## src/rv_ctrl_pkg.sv

```systemverilog
package rv_ctrl_pkg;

    localparam int REG_ADDR_DEFAULT = 5;     // x0..x31

    // major opcodes kept in this core
    typedef enum logic [6:0] {
        OP_R_TYPE = 7'b0110011,
        OP_I_ALU  = 7'b0010011,
        OP_BRANCH = 7'b1100011,
        OP_LOAD   = 7'b0000011,
        OP_STORE  = 7'b0100011,
        OP_LUI    = 7'b0110111,
        OP_AUIPC  = 7'b0010111,
        OP_JAL    = 7'b1101111,
        OP_JALR   = 7'b1100111
    } opcode_e;

    localparam logic [6:0] FUNCT7_BASE = 7'b0000000;
    localparam logic [6:0] FUNCT7_ALT  = 7'b0100000;    // sub and sra

    // codes understood by the datapath ALU
    typedef enum logic [4:0] {
        ALU_AND = 5'd0,
        ALU_OR  = 5'd1,
        ALU_ADD = 5'd2,
        ALU_SUB = 5'd3,
        ALU_SLL = 5'd4,
        ALU_SRL = 5'd5,
        ALU_SRA = 5'd6,
        ALU_XOR = 5'd7,
        ALU_LUI = 5'd8
    } alu_op_e;

    typedef enum logic [1:0] {
        FWD_NONE     = 2'd0,     // register file value
        FWD_EXE_ALU  = 2'd1,
        FWD_MEM_ALU  = 2'd2,
        FWD_MEM_LOAD = 2'd3
    } fwd_sel_e;

    typedef enum logic [1:0] {
        PC_PC4    = 2'd0,
        PC_JALR   = 2'd1,
        PC_JAL    = 2'd2,
        PC_BRANCH = 2'd3
    } pc_sel_e;

    // unsigned branches reuse LT and GE
    typedef enum logic [2:0] {
        BR_NONE = 3'd0,
        BR_EQ   = 3'd1,
        BR_NE   = 3'd2,
        BR_LT   = 3'd3,
        BR_GE   = 3'd4
    } branch_kind_e;

endpackage

```

## src/alu_op_decoder.sv

```systemverilog
module alu_op_decoder (
    input  logic                  i_is_arith,
    input  logic                  i_is_imm,
    input  logic [2:0]            i_funct3,
    input  logic [6:0]            i_funct7,
    input  rv_ctrl_pkg::alu_op_e  i_fixed_op,
    output rv_ctrl_pkg::alu_op_e  o_aluc
);

    rv_ctrl_pkg::alu_op_e base_op;

    // funct3 table shared by register and immediate forms
    always_comb
    begin
        case (i_funct3)
            3'b001:  base_op = rv_ctrl_pkg::ALU_SLL;
            3'b100:  base_op = rv_ctrl_pkg::ALU_XOR;
            3'b101:  base_op = (i_funct7 == rv_ctrl_pkg::FUNCT7_ALT) ?
                               rv_ctrl_pkg::ALU_SRA : rv_ctrl_pkg::ALU_SRL;
            3'b110:  base_op = rv_ctrl_pkg::ALU_OR;
            3'b111:  base_op = rv_ctrl_pkg::ALU_AND;
            default: base_op = rv_ctrl_pkg::ALU_ADD;    // add and slt variants
        endcase
    end

    always_comb
    begin
        if (!i_is_arith)
            o_aluc = i_fixed_op;                        // loads, stores, lui, auipc
        else if (i_is_imm || i_funct7 == rv_ctrl_pkg::FUNCT7_BASE)
            o_aluc = base_op;
        else if (i_funct7 == rv_ctrl_pkg::FUNCT7_ALT && i_funct3 == 3'b000)
            o_aluc = rv_ctrl_pkg::ALU_SUB;              // sub exists for R-type only
        else if (i_funct7 == rv_ctrl_pkg::FUNCT7_ALT && i_funct3 == 3'b101)
            o_aluc = rv_ctrl_pkg::ALU_SRA;
        else
            o_aluc = rv_ctrl_pkg::ALU_ADD;              // no M extension, falls back to add
    end

endmodule

```

## src/branch_resolver.sv

```systemverilog
module branch_resolver (
    input  rv_ctrl_pkg::branch_kind_e  i_branch_kind,
    input  rv_ctrl_pkg::pc_sel_e       i_jal_kind,
    input  logic                       i_compare_lt,
    input  logic                       i_compare_eq,
    output rv_ctrl_pkg::pc_sel_e       o_pcsrc,
    output logic                       o_flush
);

    logic taken;

    always_comb
    begin
        // lt already reflects signed or unsigned compare
        case (i_branch_kind)
            rv_ctrl_pkg::BR_EQ: taken = i_compare_eq;
            rv_ctrl_pkg::BR_NE: taken = ~i_compare_eq;
            rv_ctrl_pkg::BR_LT: taken = i_compare_lt;
            rv_ctrl_pkg::BR_GE: taken = ~i_compare_lt;
            default:            taken = 1'b0;
        endcase
    end

    always_comb
    begin
        if (i_jal_kind != rv_ctrl_pkg::PC_PC4)
            o_pcsrc = i_jal_kind;                       // jumps are unconditional
        else if (taken)
            o_pcsrc = rv_ctrl_pkg::PC_BRANCH;
        else
            o_pcsrc = rv_ctrl_pkg::PC_PC4;
    end

    assign o_flush = (o_pcsrc != rv_ctrl_pkg::PC_PC4);  // squash the fetched instr

endmodule

```

## src/control_unit.sv

```systemverilog
module control_unit #(
    parameter int REG_ADDR_W = rv_ctrl_pkg::REG_ADDR_DEFAULT
) (
    input  logic [6:0]             i_opcode,
    input  logic [2:0]             i_funct3,
    input  logic [6:0]             i_funct7,
    input  logic [REG_ADDR_W-1:0]  i_rs1,
    input  logic [REG_ADDR_W-1:0]  i_rs2,
    input  logic                   i_compare_lt,
    input  logic                   i_compare_eq,
    input  logic                   i_exe_wreg,
    input  logic                   i_exe_mem2reg,
    input  logic [REG_ADDR_W-1:0]  i_exe_rd,
    input  logic                   i_mem_wreg,
    input  logic                   i_mem_mem2reg,
    input  logic [REG_ADDR_W-1:0]  i_mem_rd,
    output rv_ctrl_pkg::alu_op_e   o_aluc,
    output rv_ctrl_pkg::pc_sel_e   o_pcsrc,
    output rv_ctrl_pkg::fwd_sel_e  o_fwda,
    output rv_ctrl_pkg::fwd_sel_e  o_fwdb,
    output logic                   o_not_stall,
    output logic                   o_flush,
    output logic                   o_wreg,
    output logic                   o_wmem,
    output logic                   o_mem2reg,
    output logic                   o_aluimm,
    output logic                   o_jal,
    output logic                   o_jalr,
    output logic                   o_signext,
    output logic                   o_auipc,
    output logic                   o_ls_b,
    output logic                   o_ls_h,
    output logic                   o_load_signext,
    output logic                   o_slt_instr,
    output logic                   o_compare_signed,
    output logic                   o_compare_imm
);

    logic                       is_arith;
    logic                       is_imm;
    rv_ctrl_pkg::alu_op_e       fixed_op;
    rv_ctrl_pkg::branch_kind_e  branch_kind;
    rv_ctrl_pkg::pc_sel_e       jal_kind;
    logic                       wreg_raw;
    logic                       wmem_raw;
    logic                       use_rs1;
    logic                       use_rs2;

    instr_decoder instr_decoder_i (
        .i_opcode         (i_opcode),
        .i_funct3         (i_funct3),
        .i_funct7         (i_funct7),
        .o_is_arith       (is_arith),
        .o_is_imm         (is_imm),
        .o_fixed_op       (fixed_op),
        .o_branch_kind    (branch_kind),
        .o_jal_kind       (jal_kind),
        .o_wreg_raw       (wreg_raw),
        .o_wmem_raw       (wmem_raw),
        .o_use_rs1        (use_rs1),
        .o_use_rs2        (use_rs2),
        .o_mem2reg        (o_mem2reg),
        .o_aluimm         (o_aluimm),
        .o_jal            (o_jal),
        .o_jalr           (o_jalr),
        .o_signext        (o_signext),
        .o_auipc          (o_auipc),
        .o_ls_b           (o_ls_b),
        .o_ls_h           (o_ls_h),
        .o_load_signext   (o_load_signext),
        .o_slt_instr      (o_slt_instr),
        .o_compare_signed (o_compare_signed),
        .o_compare_imm    (o_compare_imm)
    );

    alu_op_decoder alu_op_decoder_i (
        .i_is_arith (is_arith),
        .i_is_imm   (is_imm),
        .i_funct3   (i_funct3),
        .i_funct7   (i_funct7),
        .i_fixed_op (fixed_op),
        .o_aluc     (o_aluc)
    );

    branch_resolver branch_resolver_i (
        .i_branch_kind (branch_kind),
        .i_jal_kind    (jal_kind),
        .i_compare_lt  (i_compare_lt),
        .i_compare_eq  (i_compare_eq),
        .o_pcsrc       (o_pcsrc),
        .o_flush       (o_flush)
    );

    hazard_unit #(
        .REG_ADDR_W (REG_ADDR_W)
    ) hazard_unit_i (
        .i_rs1         (i_rs1),
        .i_rs2         (i_rs2),
        .i_use_rs1     (use_rs1),
        .i_use_rs2     (use_rs2),
        .i_exe_wreg    (i_exe_wreg),
        .i_exe_mem2reg (i_exe_mem2reg),
        .i_exe_rd      (i_exe_rd),
        .i_wreg_raw    (wreg_raw),
        .i_wmem_raw    (wmem_raw),
        .o_not_stall   (o_not_stall),
        .o_wreg        (o_wreg),
        .o_wmem        (o_wmem)
    );

    // operand a
    forward_unit #(
        .REG_ADDR_W (REG_ADDR_W)
    ) forward_a_i (
        .i_rs          (i_rs1),
        .i_exe_wreg    (i_exe_wreg),
        .i_exe_mem2reg (i_exe_mem2reg),
        .i_exe_rd      (i_exe_rd),
        .i_mem_wreg    (i_mem_wreg),
        .i_mem_mem2reg (i_mem_mem2reg),
        .i_mem_rd      (i_mem_rd),
        .o_fwd         (o_fwda)
    );

    // operand b
    forward_unit #(
        .REG_ADDR_W (REG_ADDR_W)
    ) forward_b_i (
        .i_rs          (i_rs2),
        .i_exe_wreg    (i_exe_wreg),
        .i_exe_mem2reg (i_exe_mem2reg),
        .i_exe_rd      (i_exe_rd),
        .i_mem_wreg    (i_mem_wreg),
        .i_mem_mem2reg (i_mem_mem2reg),
        .i_mem_rd      (i_mem_rd),
        .o_fwd         (o_fwdb)
    );

endmodule

```

## src/forward_unit.sv

```systemverilog
module forward_unit #(
    parameter int REG_ADDR_W = 5
) (
    input  logic [REG_ADDR_W-1:0]  i_rs,
    input  logic                   i_exe_wreg,
    input  logic                   i_exe_mem2reg,
    input  logic [REG_ADDR_W-1:0]  i_exe_rd,
    input  logic                   i_mem_wreg,
    input  logic                   i_mem_mem2reg,
    input  logic [REG_ADDR_W-1:0]  i_mem_rd,
    output rv_ctrl_pkg::fwd_sel_e  o_fwd
);

    logic exe_hit;
    logic mem_hit;

    // x0 is hardwired, never a producer
    assign exe_hit = i_exe_wreg && (i_exe_rd != '0) && (i_exe_rd == i_rs);
    assign mem_hit = i_mem_wreg && (i_mem_rd != '0) && (i_mem_rd == i_rs);

    always_comb
    begin
        if (exe_hit && !i_exe_mem2reg)
            o_fwd = rv_ctrl_pkg::FWD_EXE_ALU;           // youngest result wins
        else if (mem_hit && !i_mem_mem2reg)
            o_fwd = rv_ctrl_pkg::FWD_MEM_ALU;
        else if (mem_hit)
            o_fwd = rv_ctrl_pkg::FWD_MEM_LOAD;          // load data from dmem
        else
            o_fwd = rv_ctrl_pkg::FWD_NONE;
    end

endmodule

```

## src/hazard_unit.sv

```systemverilog
module hazard_unit #(
    parameter int REG_ADDR_W = 5
) (
    input  logic [REG_ADDR_W-1:0]  i_rs1,
    input  logic [REG_ADDR_W-1:0]  i_rs2,
    input  logic                   i_use_rs1,
    input  logic                   i_use_rs2,
    input  logic                   i_exe_wreg,
    input  logic                   i_exe_mem2reg,
    input  logic [REG_ADDR_W-1:0]  i_exe_rd,
    input  logic                   i_wreg_raw,
    input  logic                   i_wmem_raw,
    output logic                   o_not_stall,
    output logic                   o_wreg,
    output logic                   o_wmem
);

    logic load_in_exe;
    logic stall;

    assign load_in_exe = i_exe_wreg && i_exe_mem2reg && (i_exe_rd != '0);

    // only operands the instr really reads can hazard
    assign stall = load_in_exe &&
                   ((i_use_rs1 && (i_exe_rd == i_rs1)) || (i_use_rs2 && (i_exe_rd == i_rs2)));

    assign o_not_stall = ~stall;
    assign o_wreg      = i_wreg_raw & o_not_stall;     // bubble must not commit
    assign o_wmem      = i_wmem_raw & o_not_stall;

endmodule

```

## src/instr_decoder.sv

```systemverilog
module instr_decoder (
    input  logic [6:0]                 i_opcode,
    input  logic [2:0]                 i_funct3,
    input  logic [6:0]                 i_funct7,
    output logic                       o_is_arith,
    output logic                       o_is_imm,
    output rv_ctrl_pkg::alu_op_e       o_fixed_op,
    output rv_ctrl_pkg::branch_kind_e  o_branch_kind,
    output rv_ctrl_pkg::pc_sel_e       o_jal_kind,
    output logic                       o_wreg_raw,
    output logic                       o_wmem_raw,
    output logic                       o_use_rs1,
    output logic                       o_use_rs2,
    output logic                       o_mem2reg,
    output logic                       o_aluimm,
    output logic                       o_jal,
    output logic                       o_jalr,
    output logic                       o_signext,
    output logic                       o_auipc,
    output logic                       o_ls_b,
    output logic                       o_ls_h,
    output logic                       o_load_signext,
    output logic                       o_slt_instr,
    output logic                       o_compare_signed,
    output logic                       o_compare_imm
);

    always_comb
    begin
        // illegal opcodes keep every bit at zero
        o_is_arith       = 1'b0;
        o_is_imm         = 1'b0;
        o_fixed_op       = rv_ctrl_pkg::ALU_AND;
        o_branch_kind    = rv_ctrl_pkg::BR_NONE;
        o_jal_kind       = rv_ctrl_pkg::PC_PC4;
        o_wreg_raw       = 1'b0;
        o_wmem_raw       = 1'b0;
        o_use_rs1        = 1'b0;
        o_use_rs2        = 1'b0;
        o_mem2reg        = 1'b0;
        o_aluimm         = 1'b0;
        o_jal            = 1'b0;
        o_jalr           = 1'b0;
        o_signext        = 1'b0;
        o_auipc          = 1'b0;
        o_ls_b           = 1'b0;
        o_ls_h           = 1'b0;
        o_load_signext   = 1'b0;
        o_slt_instr      = 1'b0;
        o_compare_signed = 1'b0;
        o_compare_imm    = 1'b0;

        case (i_opcode)
            rv_ctrl_pkg::OP_R_TYPE:
            begin
                o_is_arith = 1'b1;
                o_wreg_raw = 1'b1;
                o_signext  = 1'b1;
                o_use_rs1  = 1'b1;
                o_use_rs2  = 1'b1;
                if (i_funct7 == rv_ctrl_pkg::FUNCT7_BASE && i_funct3[2:1] == 2'b01)
                begin
                    o_slt_instr      = 1'b1;              // slt / sltu
                    o_compare_signed = ~i_funct3[0];
                end
            end
            rv_ctrl_pkg::OP_I_ALU:
            begin
                o_is_arith = 1'b1;
                o_is_imm   = 1'b1;
                o_wreg_raw = 1'b1;
                o_aluimm   = 1'b1;
                o_signext  = (i_funct3[1:0] != 2'b01);   // shamt is unsigned
                o_use_rs1  = 1'b1;
                if (i_funct3[2:1] == 2'b01)
                begin
                    o_slt_instr      = 1'b1;              // slti / sltiu
                    o_compare_signed = ~i_funct3[0];
                    o_compare_imm    = 1'b1;
                end
            end
            rv_ctrl_pkg::OP_BRANCH:
            begin
                o_signext        = 1'b1;
                o_use_rs1        = 1'b1;
                o_use_rs2        = 1'b1;
                o_compare_signed = ~i_funct3[1];          // bltu / bgeu compare unsigned
                case (i_funct3)
                    3'b000:  o_branch_kind = rv_ctrl_pkg::BR_EQ;
                    3'b001:  o_branch_kind = rv_ctrl_pkg::BR_NE;
                    3'b100,
                    3'b110:  o_branch_kind = rv_ctrl_pkg::BR_LT;
                    3'b101,
                    3'b111:  o_branch_kind = rv_ctrl_pkg::BR_GE;
                    default:
                    begin
                        o_branch_kind    = rv_ctrl_pkg::BR_NONE;
                        o_compare_signed = 1'b0;
                    end
                endcase
            end
            rv_ctrl_pkg::OP_LOAD:
            begin
                o_wreg_raw     = 1'b1;
                o_mem2reg      = 1'b1;
                o_aluimm       = 1'b1;
                o_signext      = 1'b1;
                o_use_rs1      = 1'b1;
                o_fixed_op     = rv_ctrl_pkg::ALU_ADD;    // base + offset
                o_ls_b         = (i_funct3 == 3'b000) || (i_funct3 == 3'b100);
                o_ls_h         = (i_funct3 == 3'b001) || (i_funct3 == 3'b101);
                o_load_signext = (i_funct3 == 3'b000) || (i_funct3 == 3'b001);
            end
            rv_ctrl_pkg::OP_STORE:
            begin
                o_wmem_raw = 1'b1;
                o_aluimm   = 1'b1;
                o_signext  = 1'b1;
                o_use_rs1  = 1'b1;
                o_use_rs2  = 1'b1;                        // store data
                o_fixed_op = rv_ctrl_pkg::ALU_ADD;
                o_ls_b     = (i_funct3 == 3'b000);
                o_ls_h     = (i_funct3 == 3'b001);
            end
            rv_ctrl_pkg::OP_LUI:
            begin
                o_wreg_raw = 1'b1;
                o_aluimm   = 1'b1;
                o_fixed_op = rv_ctrl_pkg::ALU_LUI;
            end
            rv_ctrl_pkg::OP_AUIPC:
            begin
                o_wreg_raw = 1'b1;
                o_aluimm   = 1'b1;
                o_signext  = 1'b1;
                o_auipc    = 1'b1;                        // pc as operand a
                o_fixed_op = rv_ctrl_pkg::ALU_ADD;
            end
            rv_ctrl_pkg::OP_JAL:
            begin
                o_wreg_raw = 1'b1;
                o_jal      = 1'b1;
                o_jal_kind = rv_ctrl_pkg::PC_JAL;
            end
            rv_ctrl_pkg::OP_JALR:
            begin
                o_wreg_raw = 1'b1;
                o_jal      = 1'b1;                        // link write as for jal
                o_jalr     = 1'b1;
                o_signext  = 1'b1;
                o_use_rs1  = 1'b1;
                o_jal_kind = rv_ctrl_pkg::PC_JALR;
            end
            default:
            begin
                o_wreg_raw = 1'b0;
            end
        endcase
    end

endmodule

```

## config.mk

```make
export PLATFORM = sky130hd
export DESIGN_NAME = control_unit
export DESIGN_NICKNAME = d
export VERILOG_FILES = /design/src/rv_ctrl_pkg.sv /design/src/alu_op_decoder.sv /design/src/branch_resolver.sv /design/src/control_unit.sv /design/src/forward_unit.sv /design/src/hazard_unit.sv /design/src/instr_decoder.sv
export SDC_FILE = /design/constraint.sdc
export NUM_CORES = 1
export LEC_CHECK = 0
export ABC_AREA = 1
export ABC_CLOCK_PERIOD_IN_PS = 1350
export CORE_ASPECT_RATIO = 1.2
export CORE_MARGIN = 3
export CORE_UTILIZATION = 35
export DETAILED_ROUTE_END_ITERATION = 8
export DONT_BUFFER_PORTS = 1
export MAX_ROUTING_LAYER = met4
export PLACE_DENSITY = 0.57
export SYNTH_ARGS = -nofsm -noshare
export SYNTH_HDL_FRONTEND = slang
export SYNTH_SLANG_ARGS = --single-unit
export TNS_END_PERCENT = 20
```

## constraint.sdc

```tcl
create_clock -name vclk -period 1.35
set_input_delay 0.2025 -clock vclk [all_inputs]
set_output_delay 0.2025 -clock vclk [all_outputs]
set_load 0.02 [all_outputs]
```

==> results of run 1 <==
==> where the power goes <==
part | switching [mW] | internal, mW
registers | 0 | 0
clock network | 0 | 0
logic | 0.112 | 0.0830
total | 0.112 | 0.0830
==> cells in the final DEF (no fill, tap or decap), drive strengths merged <==
cell type,netlist,routed
nand3,17,17
clkinv,0,1
nand2,45,45
conb,1,1
xor2,4,4
o21ai,11,11
a21oi,7,7
nor2,25,25
o22ai,2,2
nand4,4,4
inv,31,30
xnor2,11,11
o21a,1,1
nor3,7,7
or2,1,1
nand3b,1,1
buf,1,16
==> timing repair <==
action | in CTS | in global routing
hold buffers | 0 | 0
pin swaps | 0 | 6
endpoints found under the setup margin | 3 | 11
buffers inserted | 0 | 2
resized for setup | 1 | 18
==> cell usage after synthesis (all sizes together) <==
library cell	number
o22ai	2
nor2	25
xnor2	11
nand2	45
xor2	4
nor3	7
a21oi	7
or2	1
conb	1
buf	1
nand3	17
o21ai	11
o21a	1
inv	31
nand4	4
nand3b	1
==> per-stage QoR <==
stage	power [mW]	cell area (µm²)	cells	setup TNS (ns)	utilization
after detailed placement	0.181	1020	213	-0.0299	0.435
final	0.194	1110	215	0	0.473
after global routing	0.217	1110	215	-0.145	0.473
after global placement	0.178	1020	213	0	0.435
after CTS	0.182	1030	213	-0.0155	0.437
after floorplan	0.155	887	169	0	-
==> worst max-delay path: cells and delay by family <==
kind | cells | cell delay (ns)
and+or+nand+nor | 4 | 0.42
AOI/OAI and AO/OA | 2 | 0.30
buffers and inverters | 2 | 0.21
==> layer usage <==
| layer | routed length, µm | part of all wire |
|---|---|---|
| met3 | 211 | 0.081 |
| met5 | 0 | 0 |
| met4 | 0 | 0 |
| met2 | 1460 | 0.56 |
| met1 | 928 | 0.36 |
==> cell families after synthesis <==
group / Yosys count / share of synthesized area
simple gates: 100 / 0.564
buf+inv: 32 / 0.140
compound gates: 21 / 0.144
xor+xnor: 15 / 0.148
other cells: 1 / 0.00423
==> area by class of cell <==
type	count	area share
inverters	31	0.120
repair buffers	16	0.111
well taps	31	0.0348
multi-input cells	137	0.734
==> how the worst min path moves through the flow <==
| stage | startpoint | cells after the start | to |
|---|---|---|---|
| 6_report | i_opcode[3] | 2 | o_pcsrc[1] |
| 5_1_grt | i_opcode[3] | 2 | o_pcsrc[1] |
| 4_1_cts | i_funct3[0] | 2 | o_ls_b |
| 3_5_place_dp | i_funct3[0] | 2 | o_ls_b |
| 3_3_place_gp | i_funct3[0] | 2 | o_ls_b |
| 2_1_floorplan | i_funct3[1] | 1 | o_ls_b |
==> impl_metrics.tcl, run 1 <==
set metrics [dict create \
    wire_per_inst_um 12.1 \
    num_rows 19 \
    fill_cells 260 \
    syn_to_final_growth_pct 25.5 \
    use_met1 0.170 \
    met2_usage 0.314 \
    cp-endpoint "o_aluc[2]" \
    multi_input_area_um2 817 \
    crit_start "i_opcode[2]" \
    use_met3 0.0121 \
    crit_type "in -> out" \
    crit_fanout 8 \
    core_mm2 0.00235 \
    die_width_um 52.0 \
    leakage_nw 0.587 \
    pre_cts_ws_ns -0.0175 \
    drive_gt1_frac 0.266 \
    synthDistinctLibCells 28 \
    initial_core_util 0.377 \
    period_needed_ns 1.33 \
    grt_max_degree 9 \
    gp_congestion 0.875 \
    status "finished, final reports clean" \
    syn-num-nets 212 \
    synth_top_area_cell "nand2_1" \
    design.seq.count 0 \
    cap_violations 0 \
    hold_ws_ns 0.544 \
    fp.dieH_um 61.2 \
    overflow 0 \
    ys_top_cells_by_area "nand2_1 (17%), inv_1 (11%), xnor2_1 (11%)" \
    io_pins 70 \
    ys_seq_area_frac 0 \
    busiest_layer "met2" \
    antenna_found_initial 0 \
    dpl.hpwl_um 2330 \
    setup_viol 0 \
    dieArea_mm2 0.00318 \
    power_density_mw_per_mm2 175 \
    syn_area_per_cell_um2 5.25 \
    ir_drop_v 0.0000937 \
    required_ns 1.15 \
    synth_cells 169 \
    netlist_area_um2 887 \
    critPathMaxStageDelay_ns 0.17 \
    yosys_warnings 0 \
    first_global_vias 1000 \
    layout.nets 229 \
    wl_um 2600 \
    cp_slowest_cell "nor2_8" \
    diodes 0 \
    rsz0062_at_grt "yes" \
    critical_path.cell_chain "inv_6 -> nand2_8 -> nor2_8 -> nand2_4 -> o22ai_4 -> nand2_1 -> o22ai_1 -> buf_4" \
    first_iter_violations 21 \
    hold_class "in -> out" \
    grt_first_pass_wirelength_um 3860 \
    synth_top_area_frac 0.169 \
    ff_latch_area_um2 0 \
    ant_nets 0 \
    hold_violations 0 \
    crit_path_end_kind "primary output" \
    first_pass_iters 4 \
    fmax_mhz 750 \
    start_kind "input pin" \
    slew_violations 0 \
    post-route-period-util 0.987 \
    via_count 1091 \
    nClkBuffers 0 \
    setup_slack_ns 0.0173 \
    vias_per_cell 5.07 \
    grt_usage 0.155 \
    cp.arrival_ns 1.13 \
    drc 0 \
    port_buffers 0 \
]
Note: power is estimated with default switching activity, not from simulation.
==> inputs of run 2 (changes only) <==
CELL_PAD_IN_SITES_DETAIL_PLACEMENT = 1   (was default)
CELL_PAD_IN_SITES_GLOBAL_PLACEMENT = 1   (was default)
CORE_UTILIZATION = 40   (was 35)
PLACE_DENSITY = 0.91   (was 0.57)
==> impl_metrics.tcl, run 2 (synthesis gave the netlist of run 1 again) <==
set metrics [dict create \
    status "finished, final reports clean" \
    vias_per_cell 5.29 \
    fp.dieH_um 57.6 \
    nClkBuffers 0 \
    crit_fanout 3 \
    cts_hold_buf 0 \
    first_iter_violations 28 \
    leakage_nw 0.585 \
    overflow 0 \
    drive_gt1_frac 0.283 \
    first_pass_iters 4 \
    start_kind "input pin" \
    design.seq.count 0 \
    power_density_mw_per_mm2 181 \
    core_mm2 0.00207 \
    post-route-period-util 0.992 \
    die_width_um 49.0 \
    fmax_mhz 747 \
    grt_usage 0.238 \
    io_pins 70 \
    period_needed_ns 1.34 \
    ff_latch_area_um2 0 \
    use_met1 0.250 \
    crit_path_end_kind "primary output" \
    hold_class "in -> out" \
    setup_viol 0 \
    cap_violations 0 \
    required_ns 1.15 \
    wl_um 3360 \
    hold_violations 0 \
    ant_nets 0 \
    diodes 0 \
    drc 0 \
    cp.arrival_ns 1.14 \
    tns_ns 0 \
    dpl.hpwl_um 2740 \
    rsz0062_at_grt "yes" \
    initial_core_util 0.428 \
    wire_per_inst_um 15.7 \
    via_count 1131 \
    port_buffers 0 \
    grt_max_degree 9 \
    grt_first_pass_wirelength_um 5350 \
    gp_congestion 0.861 \
    use_met3 0.0313 \
    num_rows 18 \
    busiest_layer "met2" \
    hold_ws_ns 0.567 \
    first_global_vias 1245 \
    met2_usage 0.485 \
    slew_violations 0 \
    ir_drop_v 0.0000872 \
    crit_type "in -> out" \
    layout.nets 229 \
    syn_to_final_growth_pct 26.2 \
    antenna_found_initial 0 \
    dieArea_mm2 0.00282 \
    layout_common_cells "nand2_1 (38), inv_1 (26), nor2_1 (17), buf_4 (14), nand3_1 (12)" \
    final_common_cell "nand2_1" \
]
==> run 2: per-stage QoR <==
| stage | cells | power (mW) | utilization | cell area (µm²) | worst slack, ns |
|---|---|---|---|---|---|
| floorplan | 169 | 0.155 | - | 887 | 0.0269 |
| global placement | 212 | 0.177 | 0.493 | 1020 | 0.0567 |
| detailed placement | 212 | 0.185 | 0.493 | 1020 | -0.0510 |
| CTS | 214 | 0.193 | 0.519 | 1080 | 0.00333 |
| global route | 214 | 0.224 | 0.540 | 1120 | -0.0593 |
| finish | 214 | 0.202 | 0.540 | 1120 | 0.0111 |
==> run 2: routing by layer <==
layer	wire length [µm]	part of all wire	up-vias
met5	0	0	-
met4	0	0	0
met3	196	0.058	0
met2	1870	0.56	45
met1	1300	0.39	523
li1	-	-	563
==> run 2: critical path, stage by stage <==
cell	delay (ns)
nor2_1	0.10
nand2_1	0.14
nor2_1	0.18
nand4_1	0.18
a21oi_2	0.18
buf_4	0.15
==> run 2: final timing paths <==
check	from	to	slack, ns	depth (start not counted)
min	i_opcode[3]	o_pcsrc[1]	0.57	2
max	i_funct7[3]	o_aluc[0]	0.01	6
==> run 2: final cells by class <==
cell class         count  area [µm²]
repair buffers        16         128
multi-input cells    137         833
fillers              309         952
inverters             31         121
well taps             30        37.5
==> run 2: power breakdown <==
part	switching, mW	internal (mW)	leakage [nW]	total [mW]
clock	0	0	0	0
sequential	0	0	0	0
combinational	0.122	0.0799	0.585	0.202
==> run 2: timing repair <==
item / 4_1_cts / 5_1_grt
gates resized for setup: 9 / 12
setup endpoints to repair: 3 / 14
gates cloned: 0 / 0
buffers inserted: 2 / 0
pin swaps: 6 / 3
endpoints found under the hold margin: 0 / 0
==> inputs of run 3 (changes only) <==
ABC_AREA = default   (was 1)
PLACE_DENSITY = 0.88   (was 0.91)
==> impl_metrics.tcl, run 3 <==
set metrics [dict create \
    status "finished, violations left" \
    violations "negative setup slack" \
    cap_violations 0 \
    initial_core_util 0.438 \
    dp.cells 170 \
    design.seq.count 0 \
    syn-num-nets 175 \
    first_global_vias 1195 \
    setup_viol 16 \
    hold_class "in -> out" \
    synth_top_area_cell "xnor2_1" \
    drc 0 \
    dieArea_mm2 0.00266 \
    dpl.hpwl_um 2700 \
    layout_common_cells "buf_4 (25), xnor2_1 (12), nor2_1 (11), nand2_1 (7)" \
    grt_max_degree 12 \
    syn_to_final_growth_pct 46.6 \
    post-route-period-util 1.20 \
    rsz0062_at_grt "yes" \
    diodes 0 \
    antenna_found_initial 0 \
    nClkBuffers 0 \
    post_cts_buffers 0 \
    synth_cells 132 \
    finalNonFillerCells 170 \
    ir_drop_v 0.000108 \
    drive_gt1_frac 0.391 \
    ff_latch_area_um2 0 \
    port_buffers 0 \
    power_density_mw_per_mm2 185 \
    overflow 0 \
    cts_hold_buf 0 \
    yosysMostFrequentCell "nor2_1" \
    via_count 1091 \
    period_needed_ns 1.62 \
    wire_per_inst_um 19.6 \
    layout.nets 196 \
    post-route-util 0.642 \
    crit_fanout 3 \
    first_iter_violations 6 \
    start_kind "input pin" \
    core_mm2 0.00189 \
    grt_usage 0.240 \
    syn_area_per_cell_um2 6.28 \
    gp_congestion 0.771 \
    vias_per_cell 6.42 \
    hold_violations 0 \
    io_pins 70 \
    ant_nets 0 \
    wl_um 3330 \
    slew_violations 0 \
    die_width_um 47.6 \
    ys_seq_area_frac 0 \
    fp.dieH_um 55.9 \
    synthDistinctLibCells 45 \
    setup_slack_ns -0.268 \
    first_pass_iters 4 \
    cp.arrival_ns 1.42 \
    ys_top_cells_by_area "xnor2_1 (16%), nor2_1 (7.2%), xor2_1 (5.3%)" \
    synth_top_area_frac 0.158 \
    multi_input_area_um2 960 \
    fill_cells 240 \
    yosys_warnings 0 \
    num_rows 17 \
    crit_type "in -> out" \
    required_ns 1.15 \
    fmax_mhz 618 \
    grt_first_pass_wirelength_um 4930 \
    synth_common_cells "nor2_1 (16), xnor2_1 (15), nand2_1 (11), o21ai_0 (7)" \
    netlist_area_um2 830 \
    final_common_cell "buf_4" \
    leakage_nw 0.469 \
    crit_path_end_kind "primary output" \
]
[run 3: changes by cell type after synthesis, sizes merged, moves of 5 or more]
| cell | delta |
|---|---|
| nand2 | -34 |
| inv | -28 |
| nand3 | -12 |
| nor2 | -9 |
| clkbuf | +5 |
| nor2b | +5 |
[run 3: final timing paths]
check | start | end | slack [ns] | cells past startpoint
min | i_funct3[1] | o_compare_signed | 0.50 | 1
max | i_mem_rd[1] | o_fwda[1] | -0.27 | 5
[run 3: cell type report]
type,instances,share of cell area
Inverter,3,0.00926
Tap cell,19,0.0195
Multi-Input combinational cell,120,0.789
Timing Repair Buffer,28,0.182
[run 3: worst max-delay path, cell delays in order]
cell	delay, ns
or4_1	0.51
o21ai_0	0.26
nor4_1	0.13
nor2b_1	0.15
buf_4	0.17
[run 3: cells by family (layout without fill, tap and decap cells)]
logic type             Yosys count  after routing  synth area share
AO/OA/AOI/OAI                   29             29             0.237
XOR/XNOR                        20             20             0.211
buffers and inverters           12             31            0.0724
multiplexers                     1              1            0.0121
other                            1              1           0.00452
AND/OR/NAND/NOR                 69             69             0.463
[run 3: layer usage]
layer  vias to the layer above  track usage  wire length [µm]
met5                         -            -                 0
met4                         0       0.0500               120
met3                        10       0.0259               205
met2                        52        0.439              1810
met1                       514        0.262              1200
li1                        515            -                 -
[run 3: repair_timing]
item | CTS | global route
endpoints found under the setup margin | 17 | 19
gates resized for setup | 4 | 23
pin swaps | 0 | 2
[run 3: where the power goes]
part / switching (mW) / total (mW) / leakage (nW) / internal, mW
combinational: 0.109 / 0.225 / 0.469 / 0.116
sequential: 0 / 0 / 0 / 0
clock: 0 / 0 / 0 / 0
total: 0.109 / 0.225 / 0.469 / 0.116
[run 3: stage by stage]
step	cell area (µm²)	total power, mW	TNS, ns	setup WS (ns)	hold slack [ns]
2_1_floorplan	926	0.178	-3.09	-0.238	0.560
3_3_place_gp	1100	0.185	-2.27	-0.198	0.493
3_5_place_dp	1100	0.197	-2.87	-0.257	0.496
4_1_cts	1120	0.200	-2.74	-0.234	0.496
5_1_grt	1220	0.246	-3.57	-0.303	0.499
6_report	1220	0.225	-2.72	-0.268	0.497
